**config.mk**
```make
export PLATFORM = sky130hd
export DESIGN_NAME = mtx
export DESIGN_NICKNAME = d
export VERILOG_FILES = /design/src/hdl/mio_pkg.sv /design/src/hdl/mtx_fifo.sv /design/src/hdl/mtx_protocol.sv /design/src/hdl/mtx_io.sv /design/src/hdl/mtx.sv
export VERILOG_INCLUDE_DIRS = /design/src /design/src/hdl
export SDC_FILE = /design/constraint.sdc
export NUM_CORES = 1
export LEC_CHECK = 0
export BUFFER_PORTS_ARGS = -buffer_cell sky130_fd_sc_hd__buf_4
export CAP_MARGIN = 30
export CORE_UTILIZATION = 48
export DETAILED_ROUTE_END_ITERATION = 10
export PLACE_DENSITY = 0.66
export SETUP_SLACK_MARGIN = 0.02
export SLEW_MARGIN = 20
export SYNTH_ARGS = -nofsm -noshare
export SYNTH_HDL_FRONTEND = slang
export SYNTH_HIERARCHICAL = 1
export SYNTH_SLANG_ARGS = --single-unit
```
**constraint.sdc**
```tcl
create_clock -name clk -period 5.2 [get_ports clk]
set_input_delay 0.78 -clock clk [delete_from_list [all_inputs] [get_ports clk]]
set_output_delay 0.78 -clock clk [all_outputs]
set_load 0.05 [all_outputs]
```
**src/hdl/mio_config.svh**
```systemverilog
// link sizing macros: packet width, io width, fifo depth, sync stage count

`ifndef MIO_CONFIG_SVH
`define MIO_CONFIG_SVH

//##########################################################################
// core side
//##########################################################################

// wide core packet, sent msb first
`define MIO_PW 104

//##########################################################################
// pin side
//##########################################################################

// pin data width, one link word is twice this
`define MIO_IOW 16

//##########################################################################
// buffering and retiming
//##########################################################################

// entries in the transmit fifo, keep a power of two >= 2
`define MIO_FIFO_DEPTH 4

// flops between the async pin wait and core logic (>= 2)
`define MIO_SYNC_STAGES 2

`endif

```
**src/hdl/mio_pkg.sv**
```systemverilog
// link types: core packet, io word, word count

`include "mio_config.svh"

package mio_pkg;

   // one core packet as written by the core
   typedef logic [`MIO_PW-1:0] packet_t;

   // one link word, two pin widths wide
   typedef logic [2*`MIO_IOW-1:0] io_word_t;

   // words per packet minus one
   // wide enough for every word of a full packet
   typedef logic [$clog2(2*`MIO_PW/`MIO_IOW)-1:0] count_t;

endpackage

```
**src/hdl/mtx_fifo.sv**
```systemverilog
// mtx_fifo: synchronous circular fifo for core packets ahead of the engine

`timescale 1ns/100ps

`include "mio_config.svh"

module mtx_fifo (
   input  logic             clk,        // core clock
   input  logic             nreset,     // async, active low
   // write side (core)
   input  logic             wr_access,  // one-cycle write strobe
   input  mio_pkg::packet_t wr_packet,  // packet to store
   output logic             full,       // no room left
   // read side (protocol engine)
   output logic             rd_access,  // head entry valid
   output mio_pkg::packet_t rd_packet,  // head entry
   input  logic             rd_wait     // engine not taking the head
);

   //#######################################################################
   // sizing
   //#######################################################################

   localparam int DEPTH = `MIO_FIFO_DEPTH;
   localparam int AW    = $clog2(DEPTH);   // address bits

   //#######################################################################
   // storage and pointers
   //#######################################################################

   mio_pkg::packet_t mem [DEPTH];          // packet storage

   // extra msb on each pointer tells full from empty
   logic [AW:0] wr_ptr;
   logic [AW:0] rd_ptr;

   logic        empty;
   logic        do_write;
   logic        do_read;

   //#######################################################################
   // status
   //#######################################################################

   // same address, different wrap bit
   assign full  = (wr_ptr[AW] != rd_ptr[AW]) &&
                  (wr_ptr[AW-1:0] == rd_ptr[AW-1:0]);

   assign empty = (wr_ptr == rd_ptr);

   // write while full is dropped here
   assign do_write = wr_access & ~full;

   // pop when head is valid and engine accepts
   assign do_read  = rd_access & ~rd_wait;

   //#######################################################################
   // pointer update
   //#######################################################################

   always_ff @(posedge clk or negedge nreset) begin
      if (!nreset) begin
         wr_ptr <= '0;
         rd_ptr <= '0;
      end else begin
         if (do_write)
            wr_ptr <= wr_ptr + 1'b1;          // wraps through the msb
         if (do_read)
            rd_ptr <= rd_ptr + 1'b1;
      end
   end

   // data array, no reset on payload
   always_ff @(posedge clk) begin
      if (do_write)
         mem[wr_ptr[AW-1:0]] <= wr_packet;
   end

   //#######################################################################
   // read port
   //#######################################################################

   // head visible right after the first write edge
   assign rd_access = ~empty;
   assign rd_packet = mem[rd_ptr[AW-1:0]];   // comb read of head

endmodule

```
**src/hdl/mtx_protocol.sv**
```systemverilog
// mtx_protocol: idle/busy engine, loads a packet and shifts out io words

`timescale 1ns/100ps

`include "mio_config.svh"

module mtx_protocol (
   input  logic              clk,          // core clock
   input  logic              nreset,       // async, active low
   // config
   input  mio_pkg::count_t   datasize,     // words per packet minus one
   // wide side (fifo)
   input  logic              fifo_access,  // head packet valid
   input  mio_pkg::packet_t  fifo_packet,  // head packet
   output logic              fifo_wait,    // hold the head
   // narrow side (io stage)
   output logic              io_access,    // word valid, high while busy
   output mio_pkg::io_word_t io_packet,    // current word
   input  logic              tx_wait       // synced pin back-pressure
);

   //#######################################################################
   // widths
   //#######################################################################

   localparam int PW = `MIO_PW;
   localparam int WW = 2*`MIO_IOW;          // one io word

   // two states only
   localparam logic ST_IDLE = 1'b0;
   localparam logic ST_BUSY = 1'b1;

   logic             state;
   logic             busy;
   logic             start_transfer;
   logic             transfer_done;
   mio_pkg::count_t  count;                // words left minus one
   mio_pkg::packet_t shift_data;           // packet being sent

   assign busy = (state == ST_BUSY);

   //#######################################################################
   // state machine
   //#######################################################################

   // back-pressure only checked before a packet starts
   assign start_transfer = fifo_access & ~tx_wait & ~busy;

   // last word on the pins this cycle
   assign transfer_done  = busy & (count == '0);

   always_ff @(posedge clk or negedge nreset) begin
      if (!nreset)
         state <= ST_IDLE;
      else
         case (state)
            ST_IDLE: state <= start_transfer ? ST_BUSY : ST_IDLE;
            ST_BUSY: state <= transfer_done  ? ST_IDLE : ST_BUSY;
            default: state <= ST_IDLE;
         endcase
   end

   // down-counter, reloaded from datasize each idle cycle
   always_ff @(posedge clk or negedge nreset) begin
      if (!nreset)
         count <= '0;
      else if (busy)
         count <= count - 1'b1;
      else
         count <= datasize;             // datasize+1 busy cycles
   end

   //#######################################################################
   // data shift register
   //#######################################################################

   // msb word first, zeros fill in from below
   always_ff @(posedge clk) begin
      if (busy)
         shift_data <= {shift_data[PW-WW-1:0], {WW{1'b0}}};
      else if (start_transfer)
         shift_data <= fifo_packet;
   end

   assign io_access = busy;
   assign io_packet = shift_data[PW-1:PW-WW];   // top slice

   //#######################################################################
   // wait back to fifo
   //#######################################################################

   // pop only on the start edge
   assign fifo_wait = busy | tx_wait;

endmodule

```
**src/hdl/mtx_io.sv**
```systemverilog
// mtx_io: output flops for the link word and strobe, pin wait synchronizer

`timescale 1ns/100ps

`include "mio_config.svh"

module mtx_io (
   input  logic              clk,          // core clock
   input  logic              nreset,       // async, active low
   // from protocol engine
   input  logic              core_access,  // word valid
   input  mio_pkg::io_word_t core_packet,  // word to send
   output logic              sync_wait,    // pin wait in clk domain
   // pins
   output logic              pin_access,   // registered strobe
   output mio_pkg::io_word_t pin_packet,   // registered word
   input  logic              pin_wait      // async from far end
);

   //#######################################################################
   // output retiming
   //#######################################################################

   localparam int NS = `MIO_SYNC_STAGES;

   logic [NS-1:0] sync_q;                  // synchronizer chain

   // strobe resets low so the pins stay quiet in reset
   always_ff @(posedge clk or negedge nreset) begin
      if (!nreset)
         pin_access <= 1'b0;
      else
         pin_access <= core_access;
   end

   // word flop, payload only
   always_ff @(posedge clk) begin
      pin_packet <= core_packet;        // one cycle behind the engine
   end

   //#######################################################################
   // wait synchronizer
   //#######################################################################

   // pin_wait enters at bit 0, leaves at the top bit
   always_ff @(posedge clk or negedge nreset) begin
      if (!nreset)
         sync_q <= '0;                  // no wait out of reset
      else
         sync_q <= {sync_q[NS-2:0], pin_wait};
   end

   // NS cycles of latency from the pin
   assign sync_wait = sync_q[NS-1];

endmodule

```
**src/hdl/mtx.sv**
```systemverilog
// mtx: transmit top level, fifo into protocol engine into io stage

`timescale 1ns/100ps

module mtx (
   input  logic              clk,        // core clock
   input  logic              nreset,     // async, active low
   // config, static while packets are in flight
   input  mio_pkg::count_t   datasize,   // words per packet minus one
   // core side
   input  logic              tx_access,  // one-cycle write strobe
   input  mio_pkg::packet_t  tx_packet,  // wide packet
   output logic              tx_wait,    // fifo full, no strobes
   // pin side
   output logic              io_access,  // high for each valid word
   output mio_pkg::io_word_t io_packet,  // word on the pins
   input  logic              io_wait     // async pin back-pressure
);

   //#######################################################################
   // internal links
   //#######################################################################

   logic              fifo_access;      // fifo not empty
   mio_pkg::packet_t  fifo_packet;      // fifo head
   logic              fifo_wait;        // engine holding the head
   logic              proto_access;     // engine busy
   mio_pkg::io_word_t proto_packet;     // engine word
   logic              sync_wait;        // synced io_wait

   // core packets buffered here, full is the core wait
   mtx_fifo u_fifo (
      .clk       (clk),
      .nreset    (nreset),
      .wr_access (tx_access),
      .wr_packet (tx_packet),
      .full      (tx_wait),
      .rd_access (fifo_access),
      .rd_packet (fifo_packet),
      .rd_wait   (fifo_wait)
   );

   // wide to narrow
   mtx_protocol u_protocol (
      .clk         (clk),
      .nreset      (nreset),
      .datasize    (datasize),
      .fifo_access (fifo_access),
      .fifo_packet (fifo_packet),
      .fifo_wait   (fifo_wait),
      .io_access   (proto_access),
      .io_packet   (proto_packet),
      .tx_wait     (sync_wait)
   );

   // pin flops and wait sync
   mtx_io u_io (
      .clk         (clk),
      .nreset      (nreset),
      .core_access (proto_access),
      .core_packet (proto_packet),
      .sync_wait   (sync_wait),
      .pin_access  (io_access),
      .pin_packet  (io_packet),
      .pin_wait    (io_wait)
   );

endmodule

```
==> After elaboration in Yosys (flattened, before gate mapping) <==
Memory sizes are Yosys's and may differ from the RTL's.
Index checks and enable logic that the tools add are counted.
{ "op_classes": {"addsub": 3, "n_eq_ne": 3, "muxes": 8, "bitwise_logic": 11, "reduce_logical": 3} }
{ "op_table": {"columns": ["operator", "n"], "rows": [
  ["$mux W104", 2],
  ["$add A3 B1 Y3 const B", 2],
  ["$and A1 B1 Y1", 5],
  ["$not A1 Y1", 5],
  ["$logic_not A4 Y1", 1],
  ["$mux W1", 4],
  ["$mux W4", 1],
  ["$sub A4 B1 Y4 const B", 1],
  ["$eq A3 B3 Y1", 1],
  ["$eq A2 B2 Y1", 1],
  ["$pmux W1 S2", 1],
  ["$reduce_bool A2 Y1", 1],
  ["$logic_and A1 B1 Y1", 1],
  ["$ne A1 B1 Y1", 1],
  ["$or A1 B1 Y1", 1]
]} }
{ "word_totals": {"ff_bits": 150, "ramBits": 416, "inputBits": 112, "out_inout_bits": 34, "n_memories": 1} }
{ "mem_list": {"columns": ["memory", "depth", "width", "read_ports", "rd_clocked_by_memory_dff", "wr", "line_no", "source"], "rows": [
  ["u_fifo.mem", 4, 104, 1, 0, 1, "mtx_fifo.sv:31", "mio_pkg::packet_t mem [DEPTH];"]
]} }

==> Longest topological paths before layout <==
Gate-level depths: netlist of run 1.
{ "depth": {"word_depth": 6, "ltp_mapped": 10} }

==> By module <==
Netlist of run 1, hierarchy kept.
{ "modules_own_cells": {"columns": ["module", "instances", "cells_per_inst", "area_each_um2", "seq_area_each_um2"], "rows": [
  ["mtx_fifo", 1, 594, 15499.9, 12642.1],
  ["mtx_protocol", 1, 509, 4843.4, 2927.8],
  ["mtx_io", 1, 35, 715.7, 715.7]
]} }

==> Least setup slack after synthesis of run 1 <==
No wires, ideal clock.
{ "synth_timing": {"path_type": "reg2reg", "start": "register u_fifo.rd_ptr[0]", "end": "memory u_fifo/mem[3][0] (netlist name), enable pin", "setup_ps": 511, "arrival_ps": 4073, "required_ps": 4689, "setup_slack_ps": 616, "stages_incl_launch_ff": 5, "path_cell_list": "dfrtp_1 -> buf_6 -> xnor2_2 -> buf_2 -> a31oi_2"} }
{ "synth_between": {"elab_chain_cells": 6} }
{ "synth_lines": {"columns": ["element", "line_no", "source"], "rows": [
  ["start, declared", "mtx_fifo.sv:35", "logic [AW:0] rd_ptr;"],
  ["start signal, assigned", "mtx_fifo.sv:69", "rd_ptr <= rd_ptr + 1'b1;"],
  ["$eq A2 B2 Y1", "mtx_fifo.sv:47", "(wr_ptr[AW-1:0] == rd_ptr[AW-1:0]);"],
  ["$logic_and A1 B1 Y1", "mtx_fifo.sv:46", "assign full = (wr_ptr[AW] != rd_ptr[AW]) &&"],
  ["$not A1 Y1", "mtx_fifo.sv:52", "assign do_write = wr_access & ~full;"],
  ["$and A1 B1 Y1", "mtx_fifo.sv:52", null],
  ["$mux W1", "mtx_fifo.sv:75", "if (do_write)"],
  ["$mux W1 (implied by the code)", "mtx_fifo.sv:76", "mem[wr_ptr[AW-1:0]] <= wr_packet;"],
  ["end, declared", "mtx_fifo.sv:31", null]
]} }
Every way passes these cells.

==> Final worst setup path of run 1 <==
{ "layout_timing": {"start": "register u_fifo.rd_ptr[0]", "end": "register u_protocol.shift_data[80], enable pin"} }
{ "layout_between": {"elab_chain_cells": 5} }
{ "layout_lines": {"columns": ["element", "line_no", "source"], "rows": [
  ["$eq A3 B3 Y1", "mtx_fifo.sv:49", "assign empty = (wr_ptr == rd_ptr);"],
  ["$not A1 Y1", "mtx_fifo.sv:84", "assign rd_access = ~empty;"],
  ["net fifo_access", "mtx.sv:24", "logic fifo_access;"],
  ["$and A1 B1 Y1 (2 in a row)", "mtx_protocol.sv:47", "assign start_transfer = fifo_access & ~tx_wait & ~busy;"],
  ["$reduce_bool A2 Y1 (no source line)", null, null],
  ["end signal, assigned", "mtx_protocol.sv:80", "shift_data <= {shift_data[PW-WW-1:0], {WW{1'b0}}};"],
  ["end signal, assigned", "mtx_protocol.sv:82", "shift_data <= fifo_packet;"],
  ["end, declared", "mtx_protocol.sv:38", "mio_pkg::packet_t shift_data;"]
]} }
The timed path passes the listed nets, and every way through them passes these cells.
A chain may end at the register's enable or synchronous reset.

==> metrics.txt, run 1 <==
status complete, no violations; Placer Congestion 0.707; Synth warnings 6; asr flop ratio synth 0.0247; post-layout min period 3.19 ns; Clk pin slew, worst setup/hold paths 0.06 ns; R2R Path End u_protocol/shift_data[80]; post-synth top area cell edfxtp_1; 1st-iter DRT viols 799; Setup violations, final 0; relative slew slack 0.427; MaxCap Viol Count 0; Cells after Synth 1138; Post-DP HPWL 22500 µm; Routed WL 39900 µm; CTS buffer count 54; CTS Sinks 566; Hold Buf Count CTS 0; CP required 5.52 ns; r2r worst-path depth 6; Post-DRT Antenna Nets 0; Top delay family on crit path buffers and inverters; CP Buf/Inv Count 2; ys flop type edfxtp_1; Worst-Skew Late Latency 0.60 ns; routed len/inst 21.1 µm; largest net degree at the start of global routing 105; Post-Layout Inst Area 0.0242 mm²; gr usage total 0.184; register bit total from synthesis 566; port buffer count 145; R2R setup slack 2.01 ns; DRT Pass-1 Iters 6; Synth Net Count 1257; FF-to-FF Start u_fifo/rd_ptr[0]; Die Ht 211 µm; placed cell area 0.0225 mm²; vias in the first global route 10400; Die W 211 µm; Worst Tran Pin Value 0.859 ns; layout overhead on the synthesized area 14.7%; CP peak stage delay 0.72 ns; P_leak 8.22 nW; Synth cell types 40; Hold Violations, Final 0; effective utilization at floorplan 0.488; fmax 314 MHz; H-tree Lvls 2; initial antenna violation count 5; Util after Layout 0.560; post-synthesis area per instance 18.5 µm²; Mapped Area 0.0211 mm²; TNS Setup 0 ns; global-route wire length before repair 61100 µm; RSZ-0062 raised after global routing false; Die Footprint 0.0447 mm²; Core Region 0.0432 mm²; Worst Hold Class input port to async pin; total power per unit cell area 557 mW/mm²; CTS root buffer clkbuf_16; drc violations 0; post-cts sizing count 0; Slew Viols, Final 0; top-area cell type share of the netlist area 0.696; most common cell in the netlist edfxtp_1; Clock Skew 0.0184 ns; Peak VDD IR 368 µV; Startpoint Class register; # IOs 146; CTS tree done; Post-synth EDFFs 488; via count 9991; Synth top cells by count edfxtp_1, nand2_1, mux4_2, dfxtp_1, o21ai_0; worst path cell trace xnor2_2 -> nand3_1 -> nor2b_4 -> nor2_1 -> clkinv_2 -> buf_12; Post-CTS Setup Inserts 0; Via density 5.28; Critical Path AT 3.51 ns; Final period util 0.613; CP Capture Type register; fillcell total 3306; Max Buffers Root-to-Sink 3; slowest CP cell dfrtp_4; crit-path max FO 44; layout cells sized above 1 0.269; Row Count 76; Final nets 1381; post-synthesis sequential area ratio 0.773; most area-consuming cells after synthesis edfxtp_1, mux4_2, dfxtp_1; grt ovf 0; Crit Path Category register to register
==> cell usage in the layout, fill, tap and decap left out, types with 3 or more instances in the layout <==
master       n
buf_12       5
o21ai_0     54
buf_4      154
nand2_1    211
dfrtp_1     11
clkinv_1     9
dfxtp_1     64
and2_4       3
nor3_1       3
ha_1         7
clkbuf_1    20
clkbuf_16   55
clkinv_2     5
dfrtp_4      3
o21ai_1     20
xnor2_1      5
a21oi_1     35
edfxtp_1   488
inv_1        8
nor2_1       4
clkbuf_8     9
mux4_2     104
==> worst max-delay path by stage <==
stage                     startpoint                        end  cells after the start  slack, ns
floorplan           u_fifo/rd_ptr[0]           u_fifo/mem[3][0]                      4       0.62
finish              u_fifo/rd_ptr[0]  u_protocol/shift_data[80]                      6       2.01
global placement    u_fifo/rd_ptr[0]  u_protocol/shift_data[36]                      6       2.05
detailed placement  u_fifo/rd_ptr[0]          u_fifo/mem[1][90]                      4       1.98
CTS                 u_fifo/rd_ptr[0]          u_fifo/mem[1][94]                      4       1.95
global route        u_fifo/rd_ptr[0]  u_protocol/shift_data[45]                      6       1.77
==> kinds of logic after synthesis <==
logic type | share of synthesized area
flops | 0.773
simple gates | 0.0439
compound gates | 0.0289
mux | 0.112
buf+inv | 0.0326
xor+xnor | 0.00481
fa+ha+maj | 0.00416
==> where the power goes <==
part | total (W) | switching (W) | internal [W]
registers | 0.00651 | 0.000417 | 0.00609
logic | 0.00322 | 0.00195 | 0.00127
clock network | 0.00373 | 0.00160 | 0.00213
==> layout make-up <==
class	count	area, µm²	share of cell area
repair buffers	160	1280	0.0531
inverters	9	35.0	0.00145
clock inverters	17	120	0.00497
diodes	2	5.00	0.000207
multi-input cells	471	4110	0.170
clock buffers	84	1580	0.0652
well taps	585	732	0.0303
flip-flops and latches	566	16300	0.675
==> state kept, by name, summed over array words and instances, names as in the netlist <==
| signal | flops |
|---|---|
| u_io/pin_packet | 32 |
| u_protocol/count | 4 |
| u_protocol/shift_data | 104 |
| u_fifo/wr_ptr | 3 |
| u_fifo/mem | 416 |
| u_fifo/rd_ptr | 3 |
| u_io/sync_q | 2 |
| u_io/pin_access | 1 |
| u_protocol/io_access | 1 |
==> through the flow <==
| step | power [W] | hold slack [ns] | worst slack, ns | std cells |
|---|---|---|---|---|
| after global routing | 0.0141 | 0.0125 | 1.77 | 1893 |
| after floorplan | 0.00912 | 0.331 | 0.616 | 1138 |
| final | 0.0135 | 0.0282 | 2.01 | 1894 |
| after detailed placement | 0.00991 | 0.327 | 1.98 | 1791 |
| after global placement | 0.00982 | 0.326 | 2.05 | 1790 |
| after CTS | 0.0136 | 0.000762 | 1.95 | 1892 |
==> per-layer routing <==
metal | up-vias | share of wire | track usage
li1 | 4577 | - | -
met1 | 5078 | 0.43 | 0.253
met2 | 268 | 0.48 | 0.289
met3 | 62 | 0.070 | 0.0525
met4 | 6 | 0.019 | 0.0492
met5 | - | 0.00093 | 0
Note: power is estimated with default switching activity, not from simulation.
==> inputs of run 2 (changes only) <==
--- a/config.mk
+++ b/config.mk
@@ -6,11 +6,12 @@
 export SDC_FILE = /design/constraint.sdc
 export NUM_CORES = 1
 export LEC_CHECK = 0
+export ABC_AREA = 1
 export BUFFER_PORTS_ARGS = -buffer_cell sky130_fd_sc_hd__buf_4
 export CAP_MARGIN = 30
 export CORE_UTILIZATION = 48
 export DETAILED_ROUTE_END_ITERATION = 10
-export PLACE_DENSITY = 0.66
+export PLACE_DENSITY = 0.68
 export SETUP_SLACK_MARGIN = 0.02
 export SLEW_MARGIN = 20
 export SYNTH_ARGS = -nofsm -noshare
==> constraint.sdc (replaced) <==
create_clock -name clk -period 2.8 [get_ports clk]
set_input_delay 0.42 -clock clk [delete_from_list [all_inputs] [get_ports clk]]
set_output_delay 0.42 -clock clk [all_outputs]
set_load 0.05 [all_outputs]
==> run 2 against run 1 <==
Against the previous run: final area increased by 5.0%; area after synthesis rose by 0.94%; utilization rose by 2.6 points; via count grew 33%; worst setup slack got worse by 1.4 ns; global-route usage is 3.2 points higher; clock-buffer cell count shrank 15; total power increased by 100%; critical path depth is the same.
==> metrics.txt, run 2 <==
CTS buffer count 55; Via density 5.50; Int Pwr 0.0178 W; global-route wire length before repair 73900 µm; Clock Skew 0.0242 ns; register bit total from synthesis 566; Worst-Skew Late Latency 0.61 ns; ys flop type edfxtp_1; Worst Hold Depth 1; Cells after Synth 1586; most frequent cells in the layout edfxtp_1, o21ai_0, nor2_1; Setup violations, final 0; CTS Sinks 566; # IOs 146; Critical Path AT 1.82 ns; Synth warnings 6; TNS Setup 0 ns; routed len/inst 19.8 µm; Max Buffers Root-to-Sink 3; Sw Ratio 0.337; fillcell total 3425; top-area cell type share of the netlist area 0.689; Clk pin slew, worst setup/hold paths 0.06 ns; Logic pwr share 0.279; gr usage total 0.215; P_leak 9.05 nW; most common cell in the netlist edfxtp_1; crit-path max FO 6; Seq pwr share 0.451; total power per unit cell area 1060 mW/mm²; vias in the first global route 12900; post-synthesis area per instance 13.4 µm²; MaxCap Viol Count 0; Worst Tran Pin Value 1.03 ns; Die Footprint 0.0451 mm²; status complete, no violations; Synth Net Count 1705; post-layout min period 2.24 ns; Post-synth EDFFs 488; Slew Viols, Final 0; register area 0.0163 mm²; H-tree Lvls 2; via count 13200; post-synth top area cell edfxtp_1; port buffer count 145; Post-DP HPWL 24900 µm; Util after Layout 0.585; Placer Congestion 0.766; CTS root buffer clkbuf_16; Synth top cells by count edfxtp_1, o21ai_0, nor2_1, nand2_1, nand3_1; Net Switching 0.00906 W; CP Capture Type primary output; Clk pwr share 0.271; Post-DRT Antenna Nets 0; Die Ht 212 µm; Row Count 76; r2r worst-path depth 7; largest net degree at the start of global routing 156; RSZ-0062 raised after global routing false; Synth cell types 23; Final nets 1890; max reg flops 416; Die W 212 µm; DRT Pass-1 Iters 5; grt ovf 0; relative slew slack 0.314; layout cells sized above 1 0.146; area of the multi-input gates 0.00404 mm²; commonest non-fill, non-tap cell in the layout edfxtp_1; Mapped Area 0.0213 mm²; CP required 2.38 ns; fmax 447 MHz; layout overhead on the synthesized area 19.4%; Core Region 0.0434 mm²; drc violations 0; CTS tree done; post-synthesis sequential area ratio 0.766; Routed WL 47600 µm; Final period util 0.799; Crit Path Category register to primary output; Peak VDD IR 738 µV; initial antenna violation count 8; most area-consuming cells after synthesis edfxtp_1, dfxtp_1, o21ai_0; asr flop ratio synth 0.0247; Startpoint Class register; Worst Hold Class input port to register; Hold Violations, Final 0; 1st-iter DRT viols 1209; effective utilization at floorplan 0.490
## run 2: power by group through the flow
stage	logic, W	clock network, W	registers, W
after floorplan	0.00484	0	0.0127
after global placement	0.00721	0	0.0123
after detailed placement	0.00738	0	0.0123
after CTS	0.00752	0.00742	0.0121
after global routing	0.00823	0.00775	0.0123
final	0.00750	0.00728	0.0121
## run 2: metal layers
layer,part of all wire,global-route usage,vias to the layer above
met5,0.0013,0,-
met2,0.47,0.342,499
met3,0.074,0.0383,69
met4,0.017,0.0660,10
li1,-,-,6118
met1,0.44,0.304,6548
## run 2: layout make-up
cell class / count / area share
clock buffer: 69 / 0.0571
tap: 585 / 0.0288
timing repair buffer: 263 / 0.0918
antenna: 3 / 0.000296
inverter: 51 / 0.00794
multi-input combinational: 834 / 0.159
clock inverter: 35 / 0.0129
sequential: 566 / 0.642
## run 2: worst paths after layout
path | end | from | slack, ns
setup reg to reg | u_protocol/shift_data[57] | u_fifo/rd_ptr[0] | 0.63
hold / removal | u_fifo/mem[3][62] | tx_packet[62] | 0.03
min in group asynchronous | u_fifo/wr_ptr[0] | nreset | 0.20
setup / recovery | tx_wait | u_fifo/wr_ptr[1] | 0.56
max in group asynchronous | u_fifo/rd_ptr[0] | nreset | 2.39
hold reg to reg | u_io/pin_packet[27] | u_protocol/shift_data[99] | 0.34
## run 2: stage by stage
| step | setup slack (ns) | instances | instance area [µm²] | hold WS [ns] | total power [W] |
|---|---|---|---|---|---|
| 3_3_place_gp | 0.658 | 2207 | 22700 | 0.284 | 0.0195 |
| 4_1_cts | 0.523 | 2403 | 25400 | 0.00145 | 0.0271 |
| 2_1_floorplan | -0.0468 | 1586 | 21300 | 0.124 | 0.0175 |
| 6_report | 0.564 | 2406 | 25400 | 0.0290 | 0.0269 |
| 3_5_place_dp | 0.647 | 2207 | 22700 | 0.287 | 0.0197 |
| 5_1_grt | 0.452 | 2406 | 25400 | 0.0102 | 0.0282 |
## run 2: cells by family after synthesis
family / after synthesis / synth area share
xor+xnor: 2 / 0.000824
fa+ha+maj: 7 / 0.00412
buf+inv: 186 / 0.0473
simple gates: 444 / 0.0855
compound gates: 381 / 0.0961
flops: 566 / 0.766
## run 2: repair_timing
item | 4_1_cts | 5_1_grt
buffers inserted | 0 | 0
hold endpoints to repair | 356 | 0
gates resized for setup | 0 | 0
hold buffers | 92 | 0
## run 2: worst max-delay path, cell delays in order, from the launching register on
cell,delay [ns]
dfrtp_1,0.44
inv_1,0.12
nand2_1,0.06
nand2_1,0.15
nand3_4,0.14
inv_1,0.10
buf_4,0.20
